**src/mem_arb_pkg.sv**
```systemverilog
`default_nettype none

package mem_arb_pkg;

    // Line format of both caches and the burst memory
    localparam int ADDR_W         = 32;
    localparam int BEAT_W         = 64;
    localparam int LINE_W         = 256;
    localparam int BEATS_PER_LINE = LINE_W / BEAT_W;

    // One outstanding read per cache side
    localparam int TRACK_ENTRIES  = 2;

    // Issuer of a memory read
    typedef enum logic {
        OWN_INSTR = 1'b0,
        OWN_DATA  = 1'b1
    } owner_t;

    // Memory port ownership
    typedef enum logic [1:0] {
        ST_IDLE        = 2'd0,
        ST_WRITE_BURST = 2'd1,
        ST_WAIT_READY  = 2'd2
    } arb_state_t;

endpackage : mem_arb_pkg

`default_nettype wire

```
**src/arb_fsm.sv**
```systemverilog
`timescale 1ns/1ps
`default_nettype none

module arb_fsm (
    input  logic clk,
    input  logic rst,
    input  logic imem_read,
    input  logic dmem_read,
    input  logic dmem_write,
    input  logic bmem_ready,
    input  logic wr_last,
    input  logic instr_pending,
    input  logic data_pending,
    output logic grant_instr,
    output logic grant_data_read,
    output logic grant_data_write,
    output logic wr_active,
    output logic wr_done
);
    import mem_arb_pkg::*;

    arb_state_t state;
    arb_state_t state_next;
    logic       idle_ok;
    logic       data_ok;
    logic       wr_accept;

    // Grants are only decided from idle with the memory ready
    assign idle_ok = (state == ST_IDLE) && bmem_ready;

    assign grant_instr = idle_ok && imem_read && !instr_pending;

    // wr_done blocks data, the cache still holds its finished write this cycle
    assign data_ok = idle_ok && !grant_instr && !data_pending && !wr_done;

    assign grant_data_read = data_ok && dmem_read;

    // No write burst while an instruction line is still returning,
    // so a write resp never meets a read resp
    assign grant_data_write = data_ok && dmem_write && !dmem_read && !instr_pending;

    assign wr_active = (state == ST_WRITE_BURST) || (state == ST_WAIT_READY);
    assign wr_accept = wr_active && bmem_ready;

    always_comb begin
        state_next = state;
        case (state)
            ST_IDLE: begin
                if (grant_data_write) begin
                    state_next = ST_WRITE_BURST;
                end
            end
            ST_WRITE_BURST: begin
                if (!bmem_ready) begin
                    state_next = ST_WAIT_READY;
                end else if (wr_last) begin
                    state_next = ST_IDLE;
                end
            end
            ST_WAIT_READY: begin
                // Current beat is held until memory takes it
                if (bmem_ready) begin
                    state_next = wr_last ? ST_IDLE : ST_WRITE_BURST;
                end
            end
            default: state_next = ST_IDLE;
        endcase
    end

    always_ff @(posedge clk) begin
        if (rst) begin
            state   <= ST_IDLE;
            wr_done <= 1'b0;
        end else begin
            state   <= state_next;
            wr_done <= wr_accept && wr_last;
        end
    end

endmodule : arb_fsm

`default_nettype wire

```
**src/beat_counter.sv**
```systemverilog
`timescale 1ns/1ps
`default_nettype none

module beat_counter (
    input  logic       clk,
    input  logic       rst,
    input  logic       wr_step,
    input  logic       rd_step,
    output logic [1:0] wr_index,
    output logic [1:0] rd_index,
    output logic       wr_last,
    output logic       rd_last
);

    // Both counters wrap after the fourth beat
    always_ff @(posedge clk) begin
        if (rst) begin
            wr_index <= 2'd0;
            rd_index <= 2'd0;
        end else begin
            if (wr_step) begin
                wr_index <= wr_index + 2'd1;
            end
            if (rd_step) begin
                rd_index <= rd_index + 2'd1;
            end
        end
    end

    assign wr_last = (wr_index == 2'd3);
    assign rd_last = (rd_index == 2'd3);

endmodule : beat_counter

`default_nettype wire

```
**src/line_serializer.sv**
```systemverilog
`timescale 1ns/1ps
`default_nettype none

module line_serializer (
    input  logic                            clk,
    input  logic                            rst,
    input  logic                            load,
    input  logic [mem_arb_pkg::LINE_W-1:0]  line,
    input  logic [1:0]                      index,
    output logic [mem_arb_pkg::BEAT_W-1:0]  beat
);
    import mem_arb_pkg::*;

    logic [LINE_W-1:0] line_q;

    // Line is taken in the grant cycle, beats follow from here
    always_ff @(posedge clk) begin
        if (rst) begin
            line_q <= '0;
        end else if (load) begin
            line_q <= line;
        end
    end

    // Beat 0 sits in the low bits
    assign beat = line_q[index*BEAT_W +: BEAT_W];

endmodule : line_serializer

`default_nettype wire

```
**src/line_assembler.sv**
```systemverilog
`timescale 1ns/1ps
`default_nettype none

module line_assembler (
    input  logic                            clk,
    input  logic                            rst,
    input  logic                            rvalid,
    input  logic [1:0]                      index,
    input  logic [mem_arb_pkg::BEAT_W-1:0]  beat,
    output logic [mem_arb_pkg::LINE_W-1:0]  line
);
    import mem_arb_pkg::*;

    // Last beat is never stored, it goes straight into the line
    logic [BEAT_W-1:0] beat_buf [BEATS_PER_LINE-1];

    always_ff @(posedge clk) begin
        if (rst) begin
            for (int i = 0; i < BEATS_PER_LINE - 1; i++) begin
                beat_buf[i] <= '0;
            end
        end else if (rvalid && (index != 2'd3)) begin
            beat_buf[index] <= beat;
        end
    end

    assign line = {beat, beat_buf[2], beat_buf[1], beat_buf[0]};

endmodule : line_assembler

`default_nettype wire

```
**src/read_tracker.sv**
```systemverilog
`timescale 1ns/1ps
`default_nettype none

module read_tracker (
    input  logic                            clk,
    input  logic                            rst,
    input  logic                            issue,
    input  mem_arb_pkg::owner_t             issue_owner,
    input  logic [mem_arb_pkg::ADDR_W-1:0]  issue_addr,
    input  logic                            ret_last,
    input  logic [mem_arb_pkg::ADDR_W-1:0]  ret_addr,
    output mem_arb_pkg::owner_t             ret_owner,
    output logic                            ret_hit,
    output logic                            instr_pending,
    output logic                            data_pending
);
    import mem_arb_pkg::*;

    logic              slot_valid [TRACK_ENTRIES];
    owner_t            slot_owner [TRACK_ENTRIES];
    logic [ADDR_W-1:0] slot_addr  [TRACK_ENTRIES];
    logic [1:0]        hit_vec;
    logic              free_slot;
    logic              hit_slot;
    // Slot filled first, so equal addresses still return in order
    logic              old_slot;

    assign free_slot = slot_valid[0];
    assign hit_vec[0] = slot_valid[0] && (slot_addr[0] == ret_addr);
    assign hit_vec[1] = slot_valid[1] && (slot_addr[1] == ret_addr);
    assign hit_slot  = (&hit_vec) ? old_slot : hit_vec[1];

    assign ret_hit   = ret_last && (|hit_vec);
    assign ret_owner = slot_owner[hit_slot];

    assign instr_pending = (slot_valid[0] && slot_owner[0] == OWN_INSTR) ||
                           (slot_valid[1] && slot_owner[1] == OWN_INSTR);
    assign data_pending  = (slot_valid[0] && slot_owner[0] == OWN_DATA) ||
                           (slot_valid[1] && slot_owner[1] == OWN_DATA);

    // Owner and address are payload, only valid and age are reset
    always_ff @(posedge clk) begin
        if (rst) begin
            slot_valid[0] <= 1'b0;
            slot_valid[1] <= 1'b0;
            old_slot      <= 1'b0;
        end else begin
            if (issue) begin
                slot_valid[free_slot] <= 1'b1;
            end
            if (ret_hit) begin
                slot_valid[hit_slot] <= 1'b0;
                old_slot <= ~hit_slot;
            end else if (issue && !slot_valid[~free_slot]) begin
                old_slot <= free_slot;
            end
        end
    end

    always_ff @(posedge clk) begin
        if (issue) begin
            slot_owner[free_slot] <= issue_owner;
            slot_addr[free_slot]  <= issue_addr;
        end
    end

endmodule : read_tracker

`default_nettype wire

```
**src/mem_arbiter.sv**
```systemverilog
`timescale 1ns/1ps
`default_nettype none

module mem_arbiter (
    input  logic                            clk,
    input  logic                            rst,

    // Instruction cache line port
    input  logic [mem_arb_pkg::ADDR_W-1:0]  imem_addr,
    input  logic                            imem_read,
    output logic [mem_arb_pkg::LINE_W-1:0]  imem_rdata,
    output logic                            imem_resp,

    // Data cache line port
    input  logic [mem_arb_pkg::ADDR_W-1:0]  dmem_addr,
    input  logic                            dmem_read,
    input  logic                            dmem_write,
    input  logic [mem_arb_pkg::LINE_W-1:0]  dmem_wdata,
    output logic [mem_arb_pkg::LINE_W-1:0]  dmem_rdata,
    output logic                            dmem_resp,

    // Burst memory
    output logic [mem_arb_pkg::ADDR_W-1:0]  bmem_addr,
    output logic                            bmem_read,
    output logic                            bmem_write,
    output logic [mem_arb_pkg::BEAT_W-1:0]  bmem_wdata,
    input  logic                            bmem_ready,
    input  logic [mem_arb_pkg::BEAT_W-1:0]  bmem_rdata,
    input  logic [mem_arb_pkg::ADDR_W-1:0]  bmem_raddr,
    input  logic                            bmem_rvalid
);
    import mem_arb_pkg::*;

    logic              grant_instr;
    logic              grant_data_read;
    logic              grant_data_write;
    logic              wr_active;
    logic              wr_done;
    logic              wr_step;
    logic [1:0]        wr_index;
    logic [1:0]        rd_index;
    logic              wr_last;
    logic              rd_last;
    logic              instr_pending;
    logic              data_pending;
    owner_t            issue_owner;
    owner_t            ret_owner;
    logic              ret_hit;
    logic [LINE_W-1:0] ret_line;

    arb_fsm u_fsm (
        .clk, .rst, .imem_read, .dmem_read, .dmem_write, .bmem_ready,
        .wr_last, .instr_pending, .data_pending,
        .grant_instr, .grant_data_read, .grant_data_write, .wr_active, .wr_done
    );

    beat_counter u_cnt (
        .clk, .rst, .wr_step, .rd_step(bmem_rvalid),
        .wr_index, .rd_index, .wr_last, .rd_last
    );

    line_serializer u_ser (
        .clk, .rst, .load(grant_data_write), .line(dmem_wdata),
        .index(wr_index), .beat(bmem_wdata)
    );

    line_assembler u_asm (
        .clk, .rst, .rvalid(bmem_rvalid), .index(rd_index),
        .beat(bmem_rdata), .line(ret_line)
    );

    read_tracker u_trk (
        .clk, .rst, .issue(bmem_read), .issue_owner, .issue_addr(bmem_addr),
        .ret_last(bmem_rvalid && rd_last), .ret_addr(bmem_raddr),
        .ret_owner, .ret_hit, .instr_pending, .data_pending
    );

    // The data cache holds its write address for the whole burst
    assign bmem_addr   = grant_instr ? imem_addr : dmem_addr;
    assign bmem_read   = grant_instr || grant_data_read;
    assign wr_step     = wr_active && bmem_ready;
    assign bmem_write  = wr_step;
    assign issue_owner = grant_instr ? OWN_INSTR : OWN_DATA;

    // Both sides see the assembled line, resp tells who owns it
    assign imem_rdata = ret_line;
    assign dmem_rdata = ret_line;
    assign imem_resp  = ret_hit && (ret_owner == OWN_INSTR);
    assign dmem_resp  = wr_done || (ret_hit && (ret_owner == OWN_DATA));

endmodule : mem_arbiter

`default_nettype wire

```
**config.mk**
```make
export PLATFORM = sky130hd
export DESIGN_NAME = mem_arbiter
export DESIGN_NICKNAME = d
export VERILOG_FILES = /design/src/mem_arb_pkg.sv /design/src/arb_fsm.sv /design/src/beat_counter.sv /design/src/line_serializer.sv /design/src/line_assembler.sv /design/src/read_tracker.sv /design/src/mem_arbiter.sv
export SDC_FILE = /design/constraint.sdc
export NUM_CORES = 1
export LEC_CHECK = 0
export BUFFER_PORTS_ARGS = -buffer_cell sky130_fd_sc_hd__buf_2
export CORE_AREA = 2 2 401 403
export CTS_CLUSTER_DIAMETER = 150
export DETAILED_ROUTE_END_ITERATION = 6
export DIE_AREA = 0 0 403 405
export GPL_TIMING_DRIVEN = 0
export SLEW_MARGIN = 20
export SYNTH_ARGS = -nofsm -noshare
export SYNTH_HDL_FRONTEND = slang
export SYNTH_HIERARCHICAL = 1
export SYNTH_SLANG_ARGS = --single-unit
```
**constraint.sdc**
```tcl
create_clock -name clk -period 5.6 [get_ports clk]
set_input_delay 1.68 -clock clk [delete_from_list [all_inputs] [get_ports clk]]
set_output_delay 1.68 -clock clk [all_outputs]
set_load 0.05 [all_outputs]
```
* Word level (Yosys, flattened, before mapping)
Memory sizes are Yosys's and may differ from the RTL's.
Cells that the tools add are included.
** Cells by class
- Multiplexer cells :: 32
- Eq/ne operators :: 10
- Bitwise logic cells :: 5
- Shifts and indexed selects :: 1
- Reduce and logical (&&, ||, !) cells :: 43
- $add $sub $neg :: 2
** Operators with widths (count)
- $shiftx 256x9->64 :: 1
- $eq 32x32->1 :: 2
- $mux 64 :: 1
- $reduce_or 64->1 :: 1
- $mux 32 :: 1
- $logic_and 1x1->1 :: 24
- $mux 1 :: 24
- $mux 2 :: 5
- $eq 2x2->1 const B :: 3
- $logic_not 1->1 :: 6
- $ne 2x2->1 const B :: 3
- $pmux 2 s3 :: 1
- $logic_or 1x1->1 :: 5
- $not 1->1 :: 5
- $add 2x1->2 const B :: 2
- $ne 3x2->1 const B :: 1
- $reduce_and 3->1 :: 1
- $eq 2x1->1 const B :: 1
- $logic_not 2->1 :: 1
- $reduce_and 2->1 :: 1
- $reduce_bool 2->1 :: 1
- $reduce_or 1->1 :: 2
- $reduce_or 2->1 :: 1
** Storage, ports and cells
- Bits of input ports :: 423
- Word-level logic and storage cells :: 103
- Output and inout port bits :: 612
- Register bits :: 264
- Memories :: 4
- Bits in writable memories :: 260
** Memory list
- u_asm.beat_buf :: words 3, bits a word 64, rd ports 3, clocked after Yosys merged registers in 0, wr ports 3, line line_assembler.sv:15 : logic [BEAT_W-1:0] beat_buf [BEATS_PER_LINE-1];
- u_trk.slot_addr :: words 2, bits a word 32, rd ports 2, clocked after Yosys merged registers in 0, wr ports 1, line read_tracker.sv:21 : logic [ADDR_W-1:0] slot_addr [TRACK_ENTRIES];
- u_trk.slot_owner :: words 2, bits a word 1, rd ports 3, clocked after Yosys merged registers in 0, wr ports 1, line read_tracker.sv:20 : owner_t slot_owner [TRACK_ENTRIES];
- u_trk.slot_valid :: words 2, bits a word 1, rd ports 3, clocked after Yosys merged registers in 0, wr ports 2, line read_tracker.sv:19 : logic slot_valid [TRACK_ENTRIES];

* Longest topological paths before layout
Gate-level depths: netlist of the first run.
An unclocked memory read counts as a cell.
- Word-level depth :: 17
- Gate-level depth with buffers :: 10
- Depth with buffers taken out :: 9

* Hierarchy
Netlist of the first run, hierarchy kept.
** Modules (own cells, without submodules)
- line_serializer :: seq. area each 5124.9 sq um, cells each 903, instances 1, area an instance 10588.9 sq um
- line_assembler :: seq. area each 5765.5 sq um, cells each 554, instances 1, area an instance 7657.3 sq um
- read_tracker :: seq. area each 2042.0 sq um, cells each 176, instances 1, area an instance 2877.8 sq um
- mem_arbiter :: seq. area each 0.0 sq um, cells each 298, instances 1, area an instance 2494.9 sq um
- arb_fsm :: seq. area each 60.1 sq um, cells each 29, instances 1, area an instance 257.7 sq um
- beat_counter :: seq. area each 80.1 sq um, cells each 14, instances 1, area an instance 157.7 sq um

* Least setup slack after synthesis of the first run
Ideal clock, no wire load.
- Path kind :: input -> register
- Start point :: in bmem_rvalid
- End point :: mem u_asm.beat_buf[2][0] (enable)
- Path buffers :: 2
- Data arrival time :: 5.096 ns
- Slack :: 0.005 ns
- Cell stages on the path :: 4
- Library setup time :: 0.499 ns
- Data required time :: 5.101 ns
- Cells stage by stage :: buf_2 > buf_2 > inv_1 > o21bai_1
** RTL lines
- from (decl) :: line mem_arbiter.sv:30 : input logic bmem_rvalid
- to (decl) :: line line_assembler.sv:15

* Worst setup path after layout of the first run
- Start point :: in bmem_raddr[15] in the netlist's numbering
- End point :: out imem_resp
** Between the ends
- Cells in the longest elaborated chain, start to end :: 7
- Elaborated cells between the ends (all ways) :: 11
- Classes of those cells :: 2 x eq/ne; 1 x mux; 1 x bitwise; 6 x reduce/logical; 1 x memory
** Ends and longest elaborated chain
- from (decl) :: line mem_arbiter.sv:29 : input logic [mem_arb_pkg::ADDR_W-1:0] bmem_raddr,
- $eq 32x32->1, on equally long branches :: line read_tracker.sv:29, read_tracker.sv:30
- $logic_and 1x1->1, on equally long branches :: line read_tracker.sv:29, read_tracker.sv:30
- $reduce_and 2->1 :: line read_tracker.sv:31 : assign hit_slot = (&hit_vec) ? old_slot : hit_vec[1];
- $mux 1 (*) :: line read_tracker.sv:31
- $mem_v2 2x1 (*)
- via ret_owner :: line mem_arbiter.sv:47 : owner_t ret_owner;
- $not 1->1 (*) :: line mem_arbiter.sv:88 : assign imem_resp = ret_hit && (ret_owner == OWN_INSTR);
- $logic_and 1x1->1 (*) :: line mem_arbiter.sv:88
- to (decl) :: line mem_arbiter.sv:12 : output logic imem_resp,
Mark *: on every way through the listed nets, which the timed path passes. The rest lies on a longest branch.

==> results of run 1 <==
==> worst max-delay path, delay by kind of cell <==
family / cells / cell delay (ns)
buf+inv: 2 / 0.38
compound gates: 1 / 0.22
mux: 1 / 0.30
xor+xnor: 1 / 0.23
simple gates: 4 / 0.98
==> placed cells by master, fill, tap and decap left out, types with 4 or more instances in the layout <==
| cell | n |
|---|---|
| ha_1 | 6 |
| xnor2_1 | 34 |
| clkinv_2 | 7 |
| buf_16 | 6 |
| nand3_1 | 4 |
| diode_2 | 15 |
| nor4_1 | 5 |
| mux2_4 | 29 |
| mux2i_1 | 260 |
| clkbuf_8 | 9 |
| nand2b_1 | 6 |
| nand4_1 | 9 |
| inv_1 | 9 |
| mux4_2 | 60 |
| xor2_1 | 32 |
| nor2_1 | 456 |
| bufinv_16 | 5 |
| edfxtp_1 | 258 |
| nor3_1 | 4 |
| mux4_1 | 4 |
| buf_12 | 14 |
| nand3b_1 | 65 |
| buf_4 | 349 |
| buf_2 | 1065 |
| clkbuf_1 | 50 |
| clkbuf_16 | 62 |
| nor4_2 | 4 |
| dfxtp_1 | 266 |
| mux2_2 | 4 |
==> area by class of cell <==
class                           count  area (µm²)
Multi-Input combinational cell   1011        7880
Inverter                            9        33.8
Tap cell                         2086        2610
Clock inverter                     24         293
Clock buffer                       85        1740
Timing Repair Buffer             1045        5440
Antenna cell                       15        37.5
Fill cell                       17400      125000
Sequential cell                   524       13100
Buffer                            430        3120
==> cell families after synthesis <==
family / Yosys count / synth area share
fa+ha+maj: 6 / 0.00312
buf+inv: 439 / 0.131
compound gates: 14 / 0.00469
simple gates: 568 / 0.104
flops: 524 / 0.544
mux: 357 / 0.189
xor+xnor: 66 / 0.0241
==> repair_timing <==
action                                  CTS  global route
endpoints found under the setup margin    2             2
endpoints found under the hold margin     0             0
resized for setup                         4             1
pin swaps                                 0             0
==> power groups by stage <==
| stage | Clock [µW] | Sequential, µW | Combinational (µW) |
|---|---|---|---|
| 2_1_floorplan | 0 | 4830 | 1610 |
| 4_1_cts | 4260 | 4480 | 3020 |
| 6_report | 4130 | 4480 | 2990 |
| 3_3_place_gp | 0 | 4580 | 2950 |
| 3_5_place_dp | 0 | 4560 | 3010 |
| 5_1_grt | 4380 | 4500 | 3100 |
==> sequential cells by signal (all words and copies together), names as in the netlist <==
signal / count
u_cnt/wr_index: 2
u_ser/line_q: 256
u_trk/old_slot: 1
u_asm/beat_buf: 192
u_fsm/state: 2
u_trk/slot_addr: 64
u_trk/slot_valid: 2
u_fsm/wr_done: 1
u_cnt/rd_index: 2
u_trk/slot_owner: 2
==> layer usage <==
layer	up-vias	part of all wire	track usage
li1	8731	-	-
met1	10000	0.38	0.190
met2	1121	0.48	0.276
met3	229	0.095	0.0540
met4	44	0.050	0.0746
met5	-	0.0018	0
==> through the flow <==
step                setup TNS (ns)  instances
floorplan                        0       1974
global placement           -660.55       5094
detailed placement          -0.291       5105
CTS                              0       5214
global route                     0       5219
finish                           0       5229
==> worst max path at each step <==
stage | startpoint | end | slack (ns)
floorplan | bmem_rvalid | u_asm/beat_buf[2][0]$_SDFFCE_PN0P_ | 0.005
global placement | bmem_rvalid | u_asm/beat_buf[0][58]$_SDFFCE_PN0P_ | -3.76
detailed placement | bmem_raddr[21] | imem_resp | -0.19
CTS | bmem_raddr[21] | imem_resp | 0.07
global route | bmem_raddr[15] | imem_resp | 0.01
finish | bmem_raddr[15] | imem_resp | 0.11
==> impl_metrics.toml, run 1 <==
[timing]
fin_worst_skew_ns = 0.0423
relSlewSlack = 0.286
worst_slack_ns = 0.107
slew_viol_final = 0
timing.fmax_mhz = 182
hold_viol_final = 0
setup_viol = 0
fin_hold_ws_ns = 0.492
tightest_slew_ns = 1.07
period_needed_ns = 5.49
rsz0062_at_grt = "false"
final.period_utilization = 0.981

[worst_setup_path]
crit_path_cell_trace = "buf_2 -> xor2_1 -> nor4_2 -> nand3_1 -> nor3_2 -> o21a_2 -> mux2_4 -> nor2b_1 -> buf_4"
reg2reg_to = "u_ser/line_q[56]$_SDFFE_PP0P_"
critical_path.max_fanout = 4
rrSetupSlack_ns = 2.59
cp.arrival_ns = 3.81
r2r_cells = 9
cp-end-kind = "output port"
rr_startpoint = "u_trk/slot_valid[0]$_SDFF_PP0_"
worstSetupPathType = "in -> out"
cpPeakStageDelay_ns = 0.43
slowest_stage = "nor4_2"
cp.required_ns = 3.92
start_kind = "primary input"

[detailed_routing]
drt_wl_total_um = 141000
wl_per_cell_um = 27.0
vias_per_cell = 3.85
first_iter_violations = 1664
antenna_left = 0
vias = 20100
drc = 0
first_pass_iters = 6

[pwr]
power_uw = 11600
p_sw_uw = 4070
ir_worst_vdd_mv = 0.238
intPower_uw = 7530
p_comb_frac = 0.258
powerDensity_nw_per_um2 = 339
power.leakage_uw = 0.0146
p_seq_frac = 0.386
power_switching_share = 0.351
pwr-share-clk = 0.356

[die]
io_pins = 1035
die_y_um = 405
die_x_um = 403
core-area_um2 = 159000
fp-row-count = 147
dieArea_um2 = 163000
initial_core_util = 0.151

[grt]
antenna_found_initial = 39
grt_pass1_vias = 19200
grt_pass1_wl_um = 179000
grt_util_all_layers = 0.164
grt_overflow = 0
grt_start_max_net_pins = 27

[clock_network]
cts-root-buf = "clkbuf_16"
clk_pin_slew_ns = 0.06
cts_hold_buf = 0
clkLatencyLatePin_ns = 0.67
cts_buffers = 60
cts_tree = "done"
clock_path_buffers = 3
cts.sinks = 524
postCtsSetupRepairBufs = 0
cts_max_level = 2

[logic_synthesis]
synth_area_leaders = "edfxtp_1, dfxtp_1, buf_4, mux2i_1, nor2_1"
synth-seq-cells = 524
synth-edff-count = 258
synth.largest_area_cell = "edfxtp_1"
netlist_instances = 1974
synth.avg_cell_area_um2 = 12.2
synth_top_cell_area_share = 0.322
ys_seq_area_frac = 0.544
syn_nets = 2403
yosysWarnings = 6
ys_types = 45
synth.top_cells.by_count = "nor2_1, buf_4, dfxtp_1, mux2i_1, edfxtp_1"
synth_most_common_cell = "nor2_1"
syn_area_um2 = 24000
async_flop_share = 0
synth-main-ff-cell = "dfxtp_1"

[final_layout]
drive_gt1_frac = 0.524
final_area_um2 = 34200
nets = 3510
syn_to_final_growth_pct = 42.4
final_util = 0.215

[worst_hold_path]
hold_path_class = "reg -> reg"
min_from = "u_ser/line_q[62]$_SDFFE_PP0P_"
whs_path_depth = 2
min_to = "u_ser/line_q[62]$_SDFFE_PP0P_"

[placement]
io_buffer_count = 1034
preCtsSetupSlack_ns = -0.192
place_area_um2 = 32100
dp_hpwl_um = 121000
gp_congestion = 1.01

[run_status]
outcome = "complete, no violations"

[flow_run]
maxCapViolations = 0
No activity file was read; power rests on OpenSTA's default activity.
==> run 2, diff against run 1 <==
--- a/config.mk
+++ b/config.mk
@@ -13,2 +13,3 @@
 export GPL_TIMING_DRIVEN = 0
+export PLACE_DENSITY = 0.33
 export SLEW_MARGIN = 20
==> constraint.sdc (replaced) <==
create_clock -name clk -period 5.6 [get_ports clk]
set_input_delay 1.12 -clock clk [delete_from_list [all_inputs] [get_ports clk]]
set_output_delay 1.12 -clock clk [all_outputs]
set_load 0.05 [all_outputs]
==> run 2 against run 1 <==
Routed wire length shrank 3.3%. Cell count rose by 0.42%. Fmax increased by 19%. Die area unchanged. Non-clock buffer count grew 1. Critical path depth stayed put. Largest cell class unchanged.
==> impl_metrics.toml, run 2 (same netlist as run 1, synthesis figures left out) <==
[timing]
tightest_slew_ns = 0.877
tns_ns = 0
relSlewSlack = 0.415
setup_viol = 0
timing.fmax_mhz = 216
slew_viol_final = 0
rsz0062_at_grt = "false"
hold_viol_final = 0
period_needed_ns = 4.63
final.period_utilization = 0.826
fin_worst_skew_ns = 0.0483

[final_layout]
multiInputGateArea_um2 = 7850
fill_cells = 17600
final_common_cell = "buf_2"
regMostFlops = "u_ser/line_q"
layout_common_cells = "buf_2, nor2_1, buf_4, dfxtp_1, mux2i_1"
syn_to_final_growth_pct = 43.4
nets = 3523
final_area_um2 = 34500
regArea_um2 = 13100
drive_gt1_frac = 0.523
largestRegisters = "u_ser/line_q (256), u_asm/beat_buf (192), u_trk/slot_addr (64)"
largest_reg_flops = 256

[clock_network]
cts.sinks = 524
cts-root-buf = "clkbuf_16"
clkLatencyLatePin_ns = 0.68
clk_pin_slew_ns = 0.05
cts_max_level = 3
postCtsSetupRepairBufs = 0
cts_hold_buf = 0
cts_tree = "done"
cts_resized = 0
clock_path_buffers = 3
cts_buffers = 72

[run_status]
outcome = "complete, no violations"

[worst_setup_path]
path_buf_inv = 2
cp-end-kind = "output port"
cp.arrival_ns = 3.51
reg2reg_to = "u_ser/line_q[54]$_SDFFE_PP0P_"
r2r_cells = 9
rrSetupSlack_ns = 2.83
critPathTopFamily = "simple AND/OR/NAND/NOR gates"
critical_path.max_fanout = 4
slowest_stage = "nor4_1"
rr_startpoint = "u_trk/slot_valid[0]$_SDFF_PP0_"
worstSetupPathType = "in -> out"
start_kind = "primary input"
crit_path_cell_trace = "buf_2 -> xor2_1 -> nor4_1 -> nand4_1 -> nor3_2 -> o21a_2 -> mux2_4 -> nor2b_1 -> buf_2"
cp.required_ns = 4.48
path_common_cell = "buf_2"
cpPeakStageDelay_ns = 0.54

[detailed_routing]
wl_per_cell_um = 26.0
vias = 19300
drc = 0
drt_wl_total_um = 137000
vias_per_cell = 3.67
first_pass_iters = 7
antenna_left = 0
first_iter_violations = 983

[worst_hold_path]
min_to = "u_ser/line_q[102]$_SDFFE_PP0P_"
hold_path_class = "reg -> reg"
whs_path_depth = 2
min_from = "u_ser/line_q[102]$_SDFFE_PP0P_"

[grt]
grt_overflow = 0
grt_start_max_net_pins = 26
grt_pass1_vias = 19200
grt_pass1_wl_um = 176000
grt_util_all_layers = 0.161
antenna_found_initial = 82

[die]
die_x_um = 403
core-area_um2 = 159000
dieArea_um2 = 163000
initial_core_util = 0.151
io_pins = 1035
die_y_um = 405
fp-row-count = 147

[pwr]
ir_worst_vdd_mv = 0.185
power.leakage_uw = 0.0147
powerDensity_nw_per_um2 = 345

[placement]
place_area_um2 = 32100
io_buffer_count = 1034
dp_hpwl_um = 113000
gp_congestion = 0.848

[flow_run]
maxCapViolations = 0
[run 2: routing by layer]
layer  global-route usage  vias up  wire length [µm]
met3               0.0588      252             11300
met1                0.176     9411             51100
met5                    0        -               500
met4               0.0428       88              4000
li1                     -     8787                 -
met2                0.290      759             69600
[run 2: through the flow]
step	util	setup slack [ns]	power, µW	hold WS, ns	cells
detailed placement	0.202	0.892	7540	0.477	5106
floorplan	-	0.565	6430	0.451	1974
CTS	0.216	0.892	12100	0.491	5235
finish	0.216	0.974	11900	0.489	5251
global route	0.216	0.841	12400	0.507	5243
global placement	0.200	-3.47	7520	0.468	5094
[run 2: power by group]
group / switching (µW) / internal (µW)
sequential: 184 / 4280
clock: 1970 / 2520
combinational: 2070 / 865
total: 4220 / 7660
[run 2: how the worst max path moves through the flow]
stage                   startpoint                             endpoint  depth (start not counted)
floorplan              bmem_rvalid   u_asm/beat_buf[0][0]$_SDFFCE_PN0P_                          4
global placement       bmem_rvalid  u_asm/beat_buf[2][58]$_SDFFCE_PN0P_                          5
detailed placement  bmem_raddr[21]                            imem_resp                          9
CTS                 bmem_raddr[21]                            imem_resp                          9
global route        bmem_raddr[21]                            imem_resp                          9
finish              bmem_raddr[21]                            imem_resp                          9
[run 2: layout make-up]
| cell class | count | share of cell area |
|---|---|---|
| timing repair buffer | 1046 | 0.158 |
| inverter | 9 | 0.000980 |
| sequential | 524 | 0.379 |
| clock inverter | 30 | 0.00907 |
| clock buffer | 99 | 0.0572 |
| buffer | 430 | 0.0906 |
| multi-input combinational | 1011 | 0.228 |
| tap | 2086 | 0.0757 |
| antenna | 16 | 0.00116 |
[run 2: worst min-delay path: stages, from the launching register on]
cell     delay, ns
dfxtp_1       0.32
mux2i_1       0.06
nor2_1        0.07
